--- config.mk ---
export PLATFORM = sky130hd
export DESIGN_NAME = gnn_vertex_top
export DESIGN_NICKNAME = d
export VERILOG_FILES = /design/src/gnn_pkg.sv /design/src/rs2pe_if.sv /design/src/gnn_vertex_top.sv /design/src/vertex_out_buffer.sv /design/src/vertex_pe_array.sv /design/src/vertex_rs.sv /design/src/vertex_sequencer.sv
export VERILOG_INCLUDE_DIRS = /design/src
export SDC_FILE = /design/constraint.sdc
export NUM_CORES = 2
export LEC_CHECK = 0
export BUFFER_PORTS_ARGS = -buffer_cell sky130_fd_sc_hd__buf_2
export CORE_MARGIN = 2
export CORE_UTILIZATION = 45
export CTS_BUF_LIST = sky130_fd_sc_hd__clkbuf_8 sky130_fd_sc_hd__clkbuf_16
export DETAILED_ROUTE_END_ITERATION = 10
export PLACE_DENSITY = 0.64
export SLEW_MARGIN = 20
export SYNTH_ARGS = -nofsm -noshare
export SYNTH_HDL_FRONTEND = slang
export SYNTH_SLANG_ARGS = --single-unit
--- constraint.sdc ---
create_clock -name clk -period 16.3 [get_ports clk]
set_input_delay 1.63 -clock clk [delete_from_list [all_inputs] [get_ports clk]]
set_output_delay 1.63 -clock clk [all_outputs]
set_load 0.05 [all_outputs]
--- src/gnn_defines.svh ---
`ifndef GNN_DEFINES_SVH
`define GNN_DEFINES_SVH

// bits per feature element
`define FV_SIZE 8

// elements per feature vector
`define MAX_FV_NUM 8

// nodes per batch, one vertex lane each
`define NUM_EDGE_PE 4

// elements per input beat and per lane step
`define MULT_PER_PE 2

// node id range, ids are log2 of this wide
`define MAX_NODE_ID 16

// dot-product width, eight 16-bit products fit
`define ACC_SIZE 20

`endif

--- src/gnn_pkg.sv ---
`default_nettype none

`include "gnn_defines.svh"

package gnn_pkg;

    // one feature element, unsigned
    typedef logic [`FV_SIZE-1:0] fv_t;

    // elements [0] and [1] of one step, [0] is the lower index
    typedef fv_t [`MULT_PER_PE-1:0] fv_pair_t;

    // node id as sent by the feature bank
    typedef logic [$clog2(`MAX_NODE_ID)-1:0] node_id_t;

    // element position inside a vector
    typedef logic [$clog2(`MAX_FV_NUM)-1:0] fv_idx_t;

    // per-node dot product
    typedef logic [`ACC_SIZE-1:0] acc_t;

endpackage

`default_nettype wire

--- src/rs2pe_if.sv ---
`timescale 1ns/100ps
`default_nettype none

`include "gnn_defines.svh"

interface rs2pe_if import gnn_pkg::*; ();

    // one step per cycle, no back-pressure
    logic valid;
    // final pair of the batch
    logic last;
    // element index of fv_pair[lane][0]
    fv_idx_t fv_idx;
    fv_pair_t [`NUM_EDGE_PE-1:0] fv_pair;
    node_id_t [`NUM_EDGE_PE-1:0] node_id;

    // station side
    modport rs (
        output valid,
        output last,
        output fv_idx,
        output fv_pair,
        output node_id
    );

    // processing element side
    modport pe (
        input valid,
        input last,
        input fv_idx,
        input fv_pair,
        input node_id
    );

endinterface

`default_nettype wire

--- src/gnn_vertex_top.sv ---
`timescale 1ns/100ps
`default_nettype none

`include "gnn_defines.svh"

module gnn_vertex_top import gnn_pkg::*; (
    input  logic     clk,
    input  logic     reset,
    input  logic     in_sos,
    input  logic     in_eos,
    input  fv_t      in_fv_0,
    input  fv_t      in_fv_1,
    input  node_id_t in_node_id,
    output logic     rs_available,
    input  logic     w_we,
    input  fv_idx_t  w_idx,
    input  fv_t      w_data,
    output logic     out_valid,
    output node_id_t out_node_id,
    output acc_t     out_result
);

    // station to sequencer and back
    logic fire;
    fv_idx_t start_idx;
    logic idx_valid;
    logic complete;

    // pe array to buffer, and buffer idle to station
    logic result_valid;
    acc_t [`NUM_EDGE_PE-1:0] result;
    node_id_t [`NUM_EDGE_PE-1:0] result_node_id;
    logic vertex_buf_idle;

    rs2pe_if u_rs2pe ();

    vertex_rs u_rs (
        .clk             (clk),
        .reset           (reset),
        .in_sos          (in_sos),
        .in_eos          (in_eos),
        .in_fv_0         (in_fv_0),
        .in_fv_1         (in_fv_1),
        .in_node_id      (in_node_id),
        .start_idx       (start_idx),
        .idx_valid       (idx_valid),
        .complete        (complete),
        .vertex_buf_idle (vertex_buf_idle),
        .fire            (fire),
        .rs_available    (rs_available),
        .pe              (u_rs2pe.rs)
    );

    vertex_sequencer u_seq (
        .clk       (clk),
        .reset     (reset),
        .fire      (fire),
        .start_idx (start_idx),
        .idx_valid (idx_valid),
        .complete  (complete)
    );

    vertex_pe_array u_pe (
        .clk            (clk),
        .reset          (reset),
        .pe             (u_rs2pe.pe),
        .w_we           (w_we),
        .w_idx          (w_idx),
        .w_data         (w_data),
        .result_valid   (result_valid),
        .result         (result),
        .result_node_id (result_node_id)
    );

    vertex_out_buffer u_obuf (
        .clk             (clk),
        .reset           (reset),
        .result_valid    (result_valid),
        .result          (result),
        .result_node_id  (result_node_id),
        .out_valid       (out_valid),
        .out_result      (out_result),
        .out_node_id     (out_node_id),
        .vertex_buf_idle (vertex_buf_idle)
    );

endmodule

`default_nettype wire

--- src/vertex_out_buffer.sv ---
`timescale 1ns/100ps
`default_nettype none

`include "gnn_defines.svh"

module vertex_out_buffer import gnn_pkg::*; (
    input  logic                          clk,
    input  logic                          reset,
    input  logic                          result_valid,
    input  acc_t [`NUM_EDGE_PE-1:0]       result,
    input  node_id_t [`NUM_EDGE_PE-1:0]   result_node_id,
    output logic                          out_valid,
    output acc_t                          out_result,
    output node_id_t                      out_node_id,
    output logic                          vertex_buf_idle
);

    localparam int CNT_W = $clog2(`NUM_EDGE_PE) + 1;

    acc_t [`NUM_EDGE_PE-1:0] held;
    node_id_t [`NUM_EDGE_PE-1:0] held_id;
    // results still to send
    logic [CNT_W-1:0] held_cnt;

    always_ff @(posedge clk) begin
        if (reset) begin
            held_cnt <= '0;
        end else if (result_valid) begin
            held_cnt <= CNT_W'(`NUM_EDGE_PE);
        end else if (held_cnt != '0) begin
            held_cnt <= held_cnt - 1'b1;
        end
    end

    // lane 0 is at the head, shift toward it
    always_ff @(posedge clk) begin
        if (result_valid) begin
            held <= result;
            held_id <= result_node_id;
        end else if (held_cnt != '0) begin
            for (int i = 0; i < `NUM_EDGE_PE - 1; i++) begin
                held[i] <= held[i + 1];
                held_id[i] <= held_id[i + 1];
            end
        end
    end

    assign out_valid = (held_cnt != '0);
    assign out_result = held[0];
    assign out_node_id = held_id[0];
    // idle once the last result has left
    assign vertex_buf_idle = (held_cnt == '0);

endmodule

`default_nettype wire

--- src/vertex_pe_array.sv ---
`timescale 1ns/100ps
`default_nettype none

`include "gnn_defines.svh"

module vertex_pe_array import gnn_pkg::*; (
    input  logic                          clk,
    input  logic                          reset,
    rs2pe_if.pe                           pe,
    input  logic                          w_we,
    input  fv_idx_t                       w_idx,
    input  fv_t                           w_data,
    output logic                          result_valid,
    output acc_t [`NUM_EDGE_PE-1:0]       result,
    output node_id_t [`NUM_EDGE_PE-1:0]   result_node_id
);

    // shared weight vector, one element per write
    fv_t weight [`MAX_FV_NUM];
    acc_t [`NUM_EDGE_PE-1:0] acc;
    acc_t [`NUM_EDGE_PE-1:0] lane_sum;

    always_ff @(posedge clk) begin
        if (w_we) begin
            weight[w_idx] <= w_data;
        end
    end

    // running sum plus this step's products
    always_comb begin
        for (int l = 0; l < `NUM_EDGE_PE; l++) begin
            lane_sum[l] = acc[l];
            for (int j = 0; j < `MULT_PER_PE; j++) begin
                lane_sum[l] = lane_sum[l]
                    + acc_t'(pe.fv_pair[l][j]) * acc_t'(weight[pe.fv_idx + fv_idx_t'(j)]);
            end
        end
    end

    always_ff @(posedge clk) begin
        if (reset) begin
            acc <= '0;
            result_valid <= 1'b0;
        end else begin
            result_valid <= pe.valid && pe.last;
            if (pe.valid) begin
                // restart for the next batch on last
                acc <= pe.last ? '0 : lane_sum;
            end
        end
    end

    // final sums and ids, one per lane
    always_ff @(posedge clk) begin
        if (pe.valid && pe.last) begin
            result <= lane_sum;
            result_node_id <= pe.node_id;
        end
    end

endmodule

`default_nettype wire

--- src/vertex_rs.sv ---
`timescale 1ns/100ps
`default_nettype none

`include "gnn_defines.svh"

module vertex_rs import gnn_pkg::*; (
    input  logic     clk,
    input  logic     reset,
    input  logic     in_sos,
    input  logic     in_eos,
    input  fv_t      in_fv_0,
    input  fv_t      in_fv_1,
    input  node_id_t in_node_id,
    input  fv_idx_t  start_idx,
    input  logic     idx_valid,
    input  logic     complete,
    input  logic     vertex_buf_idle,
    output logic     fire,
    output logic     rs_available,
    rs2pe_if.rs      pe
);

    localparam int SLOT_W = $clog2(`NUM_EDGE_PE);
    localparam logic [SLOT_W-1:0] LAST_SLOT = SLOT_W'(`NUM_EDGE_PE - 1);

    typedef enum logic [1:0] {
        S_IDLE,
        S_RECEIVE,
        S_WAIT_VERTEX,
        S_WAIT_BUF
    } rs_state_t;

    rs_state_t state;
    logic [SLOT_W-1:0] slot;
    fv_idx_t elem_pos;
    fv_idx_t elem_pos_hi;
    fv_idx_t pick_hi;
    logic beat;
    logic issue;
    logic buf_seen_busy;
    logic buf_release;
    fv_t [`NUM_EDGE_PE-1:0][`MAX_FV_NUM-1:0] fv_store;
    node_id_t [`NUM_EDGE_PE-1:0] id_store;

    // idle also covers the gap between nodes of one batch
    // slot keeps track of how many nodes are in
    assign rs_available = (state == S_IDLE);

    // sos beat from idle, or any beat while a node is open
    assign beat = (state == S_IDLE && in_sos) || (state == S_RECEIVE);
    assign elem_pos_hi = elem_pos + fv_idx_t'(1);

    // pair selection while the sequencer walks
    assign issue = (state == S_WAIT_VERTEX) && idx_valid;
    assign pick_hi = start_idx + fv_idx_t'(1);

    // buffer is idle before its results arrive too,
    // so wait until it has been seen busy once
    assign buf_release = (state == S_WAIT_BUF) && vertex_buf_idle && buf_seen_busy;

    always_ff @(posedge clk) begin
        if (reset) begin
            state <= S_IDLE;
            slot <= '0;
            elem_pos <= '0;
            fire <= 1'b0;
            buf_seen_busy <= 1'b0;
        end else begin
            fire <= 1'b0;
            case (state)
                S_IDLE, S_RECEIVE: begin
                    if (beat && in_eos) begin
                        elem_pos <= '0;
                        if (slot == LAST_SLOT) begin
                            // batch full
                            state <= S_WAIT_VERTEX;
                            slot <= '0;
                            fire <= 1'b1;
                        end else begin
                            state <= S_IDLE;
                            slot <= slot + 1'b1;
                        end
                    end else if (beat) begin
                        state <= S_RECEIVE;
                        elem_pos <= elem_pos + fv_idx_t'(`MULT_PER_PE);
                    end
                end
                S_WAIT_VERTEX: begin
                    if (issue && complete) begin
                        state <= S_WAIT_BUF;
                        buf_seen_busy <= 1'b0;
                    end
                end
                S_WAIT_BUF: begin
                    if (!vertex_buf_idle) begin
                        buf_seen_busy <= 1'b1;
                    end
                    if (buf_release) begin
                        state <= S_IDLE;
                        slot <= '0;
                        elem_pos <= '0;
                        buf_seen_busy <= 1'b0;
                    end
                end
                default: begin
                    state <= S_IDLE;
                end
            endcase
        end
    end

    // zeroed between batches so short nodes read zero
    always_ff @(posedge clk) begin
        if (reset || buf_release) begin
            fv_store <= '0;
            id_store <= '0;
        end else if (beat) begin
            fv_store[slot][elem_pos] <= in_fv_0;
            fv_store[slot][elem_pos_hi] <= in_fv_1;
            if (state == S_IDLE) begin
                id_store[slot] <= in_node_id;
            end
        end
    end

    always_ff @(posedge clk) begin
        if (reset) begin
            pe.valid <= 1'b0;
            pe.last <= 1'b0;
        end else begin
            pe.valid <= issue;
            pe.last <= issue && complete;
        end
    end

    // one pair per lane, taken at start_idx
    always_ff @(posedge clk) begin
        if (issue) begin
            pe.fv_idx <= start_idx;
            for (int l = 0; l < `NUM_EDGE_PE; l++) begin
                pe.fv_pair[l][0] <= fv_store[l][start_idx];
                pe.fv_pair[l][1] <= fv_store[l][pick_hi];
                pe.node_id[l] <= id_store[l];
            end
        end
    end

endmodule

`default_nettype wire

--- src/vertex_sequencer.sv ---
`timescale 1ns/100ps
`default_nettype none

`include "gnn_defines.svh"

module vertex_sequencer import gnn_pkg::*; (
    input  logic    clk,
    input  logic    reset,
    input  logic    fire,
    output fv_idx_t start_idx,
    output logic    idx_valid,
    output logic    complete
);

    localparam fv_idx_t LAST_IDX = fv_idx_t'(`MAX_FV_NUM - `MULT_PER_PE);

    logic run;
    fv_idx_t next_idx;

    // fire arms the walk, first index one edge later
    always_ff @(posedge clk) begin
        if (reset) begin
            run <= 1'b0;
            next_idx <= '0;
            idx_valid <= 1'b0;
            complete <= 1'b0;
        end else begin
            idx_valid <= run;
            complete <= run && (next_idx == LAST_IDX);
            if (fire) begin
                run <= 1'b1;
                next_idx <= '0;
            end else if (run) begin
                next_idx <= next_idx + fv_idx_t'(`MULT_PER_PE);
                // stop after the last pair position
                if (next_idx == LAST_IDX) begin
                    run <= 1'b0;
                end
            end
        end
    end

    // index payload, qualified by idx_valid
    always_ff @(posedge clk) begin
        if (run && !fire) begin
            start_idx <= next_idx;
        end
    end

endmodule

`default_nettype wire
==> out/summary.json <==
{
  "floorplan.rows": 118,
  "netlist.area_leader.share_pct": 21.7,
  "flow.area_growth_from_synthesis_pct": 8.45,
  "main_flop_type_after_synthesis": "sky130_fd_sc_hd__dfxtp_1",
  "cap_viol_max_count": 0,
  "timing.critical_path.required_ns": 16.80,
  "end_kind": "flip-flop",
  "cp_cell_sequence": "mux4_2 -> nand2_1 -> fa_1 -> fa_1 -> inv_1 -> fa_1 -> fa_1 -> fa_1 -> inv_1 -> fa_1 -> inv_1 -> ha_1 -> nand4b_1 -> a31oi_1 -> a31oi_1 -> o211ai_1 -> nor4b_1 -> a211o_1",
  "launching_element_type_of_the_critical_path": "flip-flop",
  "criticalPathCategory": "reg -> reg",
  "place_worst_setup_slack_ns": 9.19,
  "power-per-cell-area_nw_per_um2": 146,
  "yosysMostFrequentCell": "sky130_fd_sc_hd__inv_1",
  "global_route_wire_length_before_repair_um": 176000,
  "floorplan.die_area_um2": 107000,
  "status": "completed",
  "power_leakage_nw": 21.1,
  "clk_pin_slew_ns": 0.06,
  "synth-compound-area-share_pct": 6.96,
  "floorplan.die.height_um": 327,
  "globalRoute.totalOverflow": 0,
  "vias_post_dr": 30555,
  "finish.cell_count_without_fillers": 5803,
  "critical_path_peak_fanout": 32,
  "post_route_cells_drive_above_1_share_pct": 9.05,
  "startpoint": "u_rs.pe.fv_idx[1]$_DFFE_PP_",
  "first_iter_violations": 2345,
  "reg2reg_setup_slack_ns": 9.11,
  "min_period_over_period_pct": 44.1,
  "avgSynthCellArea_um2": 10.6,
  "finalClockSkew_ns": 0.0584,
  "synth_fp_nets": 5235,
  "achievable-frequency_mhz": 139,
  "totalNegativeSetupSlack_ns": 0,
  "finished_layout_cell_area_um2": 50900,
  "route.antenna.remaining_nets": 0,
  "gp_routability_congestion": 0.855,
  "r2r_start": "u_rs.pe.fv_idx[1]$_DFFE_PP_",
  "synth.ff_latch_count": 713,
  "setup_viol": 0,
  "ir_drop_mv": 0.177,
  "layout_setup_ws_ns": 9.11,
  "timing.slew.headroom_pct": 28.9,
  "vias_per_cell": 5.27,
  "yosysTopAreaCell": "sky130_fd_sc_hd__edfxtp_1",
  "synth_edf_count": 340,
  "clockBufferDepth": 3,
  "detail_route.wl_per_cell_um": 19.2,
  "cts-resized-gates": 0,
  "number_of_antenna_violations_at_the_first_check_in_global_routing": 7,
  "seq_area_frac_synth_pct": 37.7,
  "core_um2": 103000,
  "numPortBuffers": 61,
  "netlist_instances": 4440,
  "worstReg2RegEnd": "u_pe.acc[79]$_SDFFE_PP0P_",
  "die_width_um": 327,
  "ctsRootBufferMaster": "sky130_fd_sc_hd__clkbuf_16",
  "synth_commonest_cells": "sky130_fd_sc_hd__inv_1 (649), sky130_fd_sc_hd__nand2_1 (550), sky130_fd_sc_hd__fa_1 (448)",
  "path_depth": 18,
  "cp-endpoint": "u_pe.acc[79]$_SDFFE_PP0P_",
  "insertion_delay_to_the_later_sink_of_the_worst_skew_pair_ns": 0.66,
  "timing.critical_path.slowest_stage_cell": "sky130_fd_sc_hd__mux4_2",
  "synth.area.mux_share_pct": 6.00,
  "io-pin-count": 62,
  "critical-path-max-stage-delay_ns": 1.06,
  "post-route-min-period_ns": 7.19,
  "yosys.area_share.simple_pct": 13.4,
  "cts_tree": "built",
  "synth_top_family_by_area": "adder cells",
  "routed_wl_um": 111000,
  "post-dp-hpwl_um": 79200,
  "cts_hold_buffers": 0,
  "hold_path.class": "reg -> reg",
  "synthXorXnorAreaFrac_pct": 1.08,
  "post_synthesis_adder_cell_area_fraction_pct": 27.4,
  "r2r_cells": 18,
  "final_net_count": 5150,
  "cts_made_buffers": 79,
  "grt_pass1_vias": 30161,
  "ctsHtreeMaxLevel": 3,
  "grt_start_max_net_pins": 109,
  "synth_area_um2": 46900,
  "worst_path_dominant_cell_family": "adder cells",
  "drcViolationCount": 0,
  "ys_async_sr_fraction_pct": 0,
  "placed_cells": 5653,
  "yosys.cell_types.count": 74,
  "cts_post_setup_buffers_inserted": 0,
  "max_slew_violation_count": 0,
  "finish.utilization_pct": 49.2,
  "worst_pin_slew_ns": 1.07,
  "clkSinkCount": 713,
  "report.power.total_mw": 7.43,
  "synth-warning-count": 0,
  "initial_core_utilization_pct": 45.4,
  "firstDrtPassIters": 5,
  "netlist_top_cells_area": "sky130_fd_sc_hd__edfxtp_1 (22%), sky130_fd_sc_hd__fa_1 (19%), sky130_fd_sc_hd__dfxtp_1 (16%), sky130_fd_sc_hd__ha_1 (8.3%), sky130_fd_sc_hd__inv_1 (5.2%)",
  "critPathMostFrequentCell": "sky130_fd_sc_hd__fa_1",
  "final.hold.worst_slack_ns": 0.411,
  "path_buf_inv": 3,
  "global_route_total_usage_across_every_layer_pct": 21.0,
  "detailed_place.area_um2": 48200,
  "hold_viol": 0,
  "arrival_ns": 7.69,
  "worst_hold_startpoint": "u_pe.result[69]$_DFFE_PP_",
  "rsz0062_at_grt": "no"
}
[cell usage in the layout (no fill, tap or decap), types with 18 or more instances in the layout]
master	Yosys	routed
sky130_fd_sc_hd__a21o_1	29	29
sky130_fd_sc_hd__a21oi_1	324	324
sky130_fd_sc_hd__a22o_1	35	35
sky130_fd_sc_hd__and2_1	349	344
sky130_fd_sc_hd__buf_2	32	61
sky130_fd_sc_hd__buf_4	24	23
sky130_fd_sc_hd__clkbuf_16	0	80
sky130_fd_sc_hd__dfxtp_1	373	371
sky130_fd_sc_hd__edfxtp_1	340	340
sky130_fd_sc_hd__fa_1	448	448
sky130_fd_sc_hd__ha_1	311	311
sky130_fd_sc_hd__inv_1	649	668
sky130_fd_sc_hd__mux2_2	74	74
sky130_fd_sc_hd__mux2i_1	18	18
sky130_fd_sc_hd__mux4_2	80	80
sky130_fd_sc_hd__nand2_1	550	550
sky130_fd_sc_hd__nand2b_1	22	21
sky130_fd_sc_hd__nand3_1	205	205
sky130_fd_sc_hd__nor2_1	99	97
sky130_fd_sc_hd__nor2b_1	22	21
sky130_fd_sc_hd__o21ai_0	31	31
sky130_fd_sc_hd__xnor2_1	34	34
sky130_fd_sc_hd__xor2_1	24	24
[worst reg2reg max path, delay by kind of cell, from the launching register on]
family | cells | cell delay [ns]
compound gates | 4 | 1.26
fa+ha+maj | 7 | 3.39
flops | 1 | 0.61
mux | 1 | 1.06
simple gates | 3 | 0.56
buf+inv | 3 | 0.14
[report_power, final]
group	switching, mW	internal, mW
Clock	0.769	1.05
Combinational	2.22	1.21
Sequential	0.0339	2.14
Total	3.02	4.41
[cells by family after synthesis]
kind of cell	Yosys count
fa+ha+maj	759
simple gates	1303
compound gates	532
buf+inv	903
mux	172
flops	713
xor+xnor	58
[metal layers]
layer | up-vias | global-route usage [%] | wire (um)
li1 | 14320 | - | -
met1 | 15252 | 31.8 | 53000
met2 | 833 | 30.9 | 48500
met3 | 136 | 3.86 | 7390
met4 | 14 | 5.34 | 2360
met5 | - | 0 | 84
[worst min path at each step]
stage                                         to  slack [ns]  cells after the start
2_1_floorplan          u_obuf.held[60]$_DFFE_PP_        0.40                      0
3_3_place_gp           u_obuf.held[64]$_DFFE_PP_        0.40                      0
3_5_place_dp           u_obuf.held[72]$_DFFE_PP_        0.40                      0
4_1_cts        u_pe.result_node_id[10]$_DFFE_PP_        0.42                      0
5_1_grt                u_obuf.held[76]$_DFFE_PP_        0.42                      0
6_report               u_obuf.held[69]$_DFFE_PP_        0.41                      0
[flip-flops by register name, indices dropped and copies added (netlist names), 4 cells and up, named ones only]
register / flops
u_obuf.held: 60
u_obuf.held_id: 12
u_obuf.out_node_id: 4
u_obuf.out_result: 20
u_pe.acc: 80
u_pe.result: 80
u_pe.result_node_id: 16
u_pe.weight: 64
u_rs.fv_store: 256
u_rs.id_store: 16
u_rs.pe.fv_pair: 64
u_rs.pe.node_id: 16
[final cells by class]
class	instances	area [um2]
Timing Repair Buffer	88	572
Inverter	649	2440
Multi-Input combinational cell	2824	25800
Clock buffer	91	2150
Clock inverter	57	539
Antenna cell	1	2.50
Fill cell	9316	52600
Sequential cell	713	17700
Tap cell	1380	1730
Note: power is estimated with default switching activity, not from simulation.
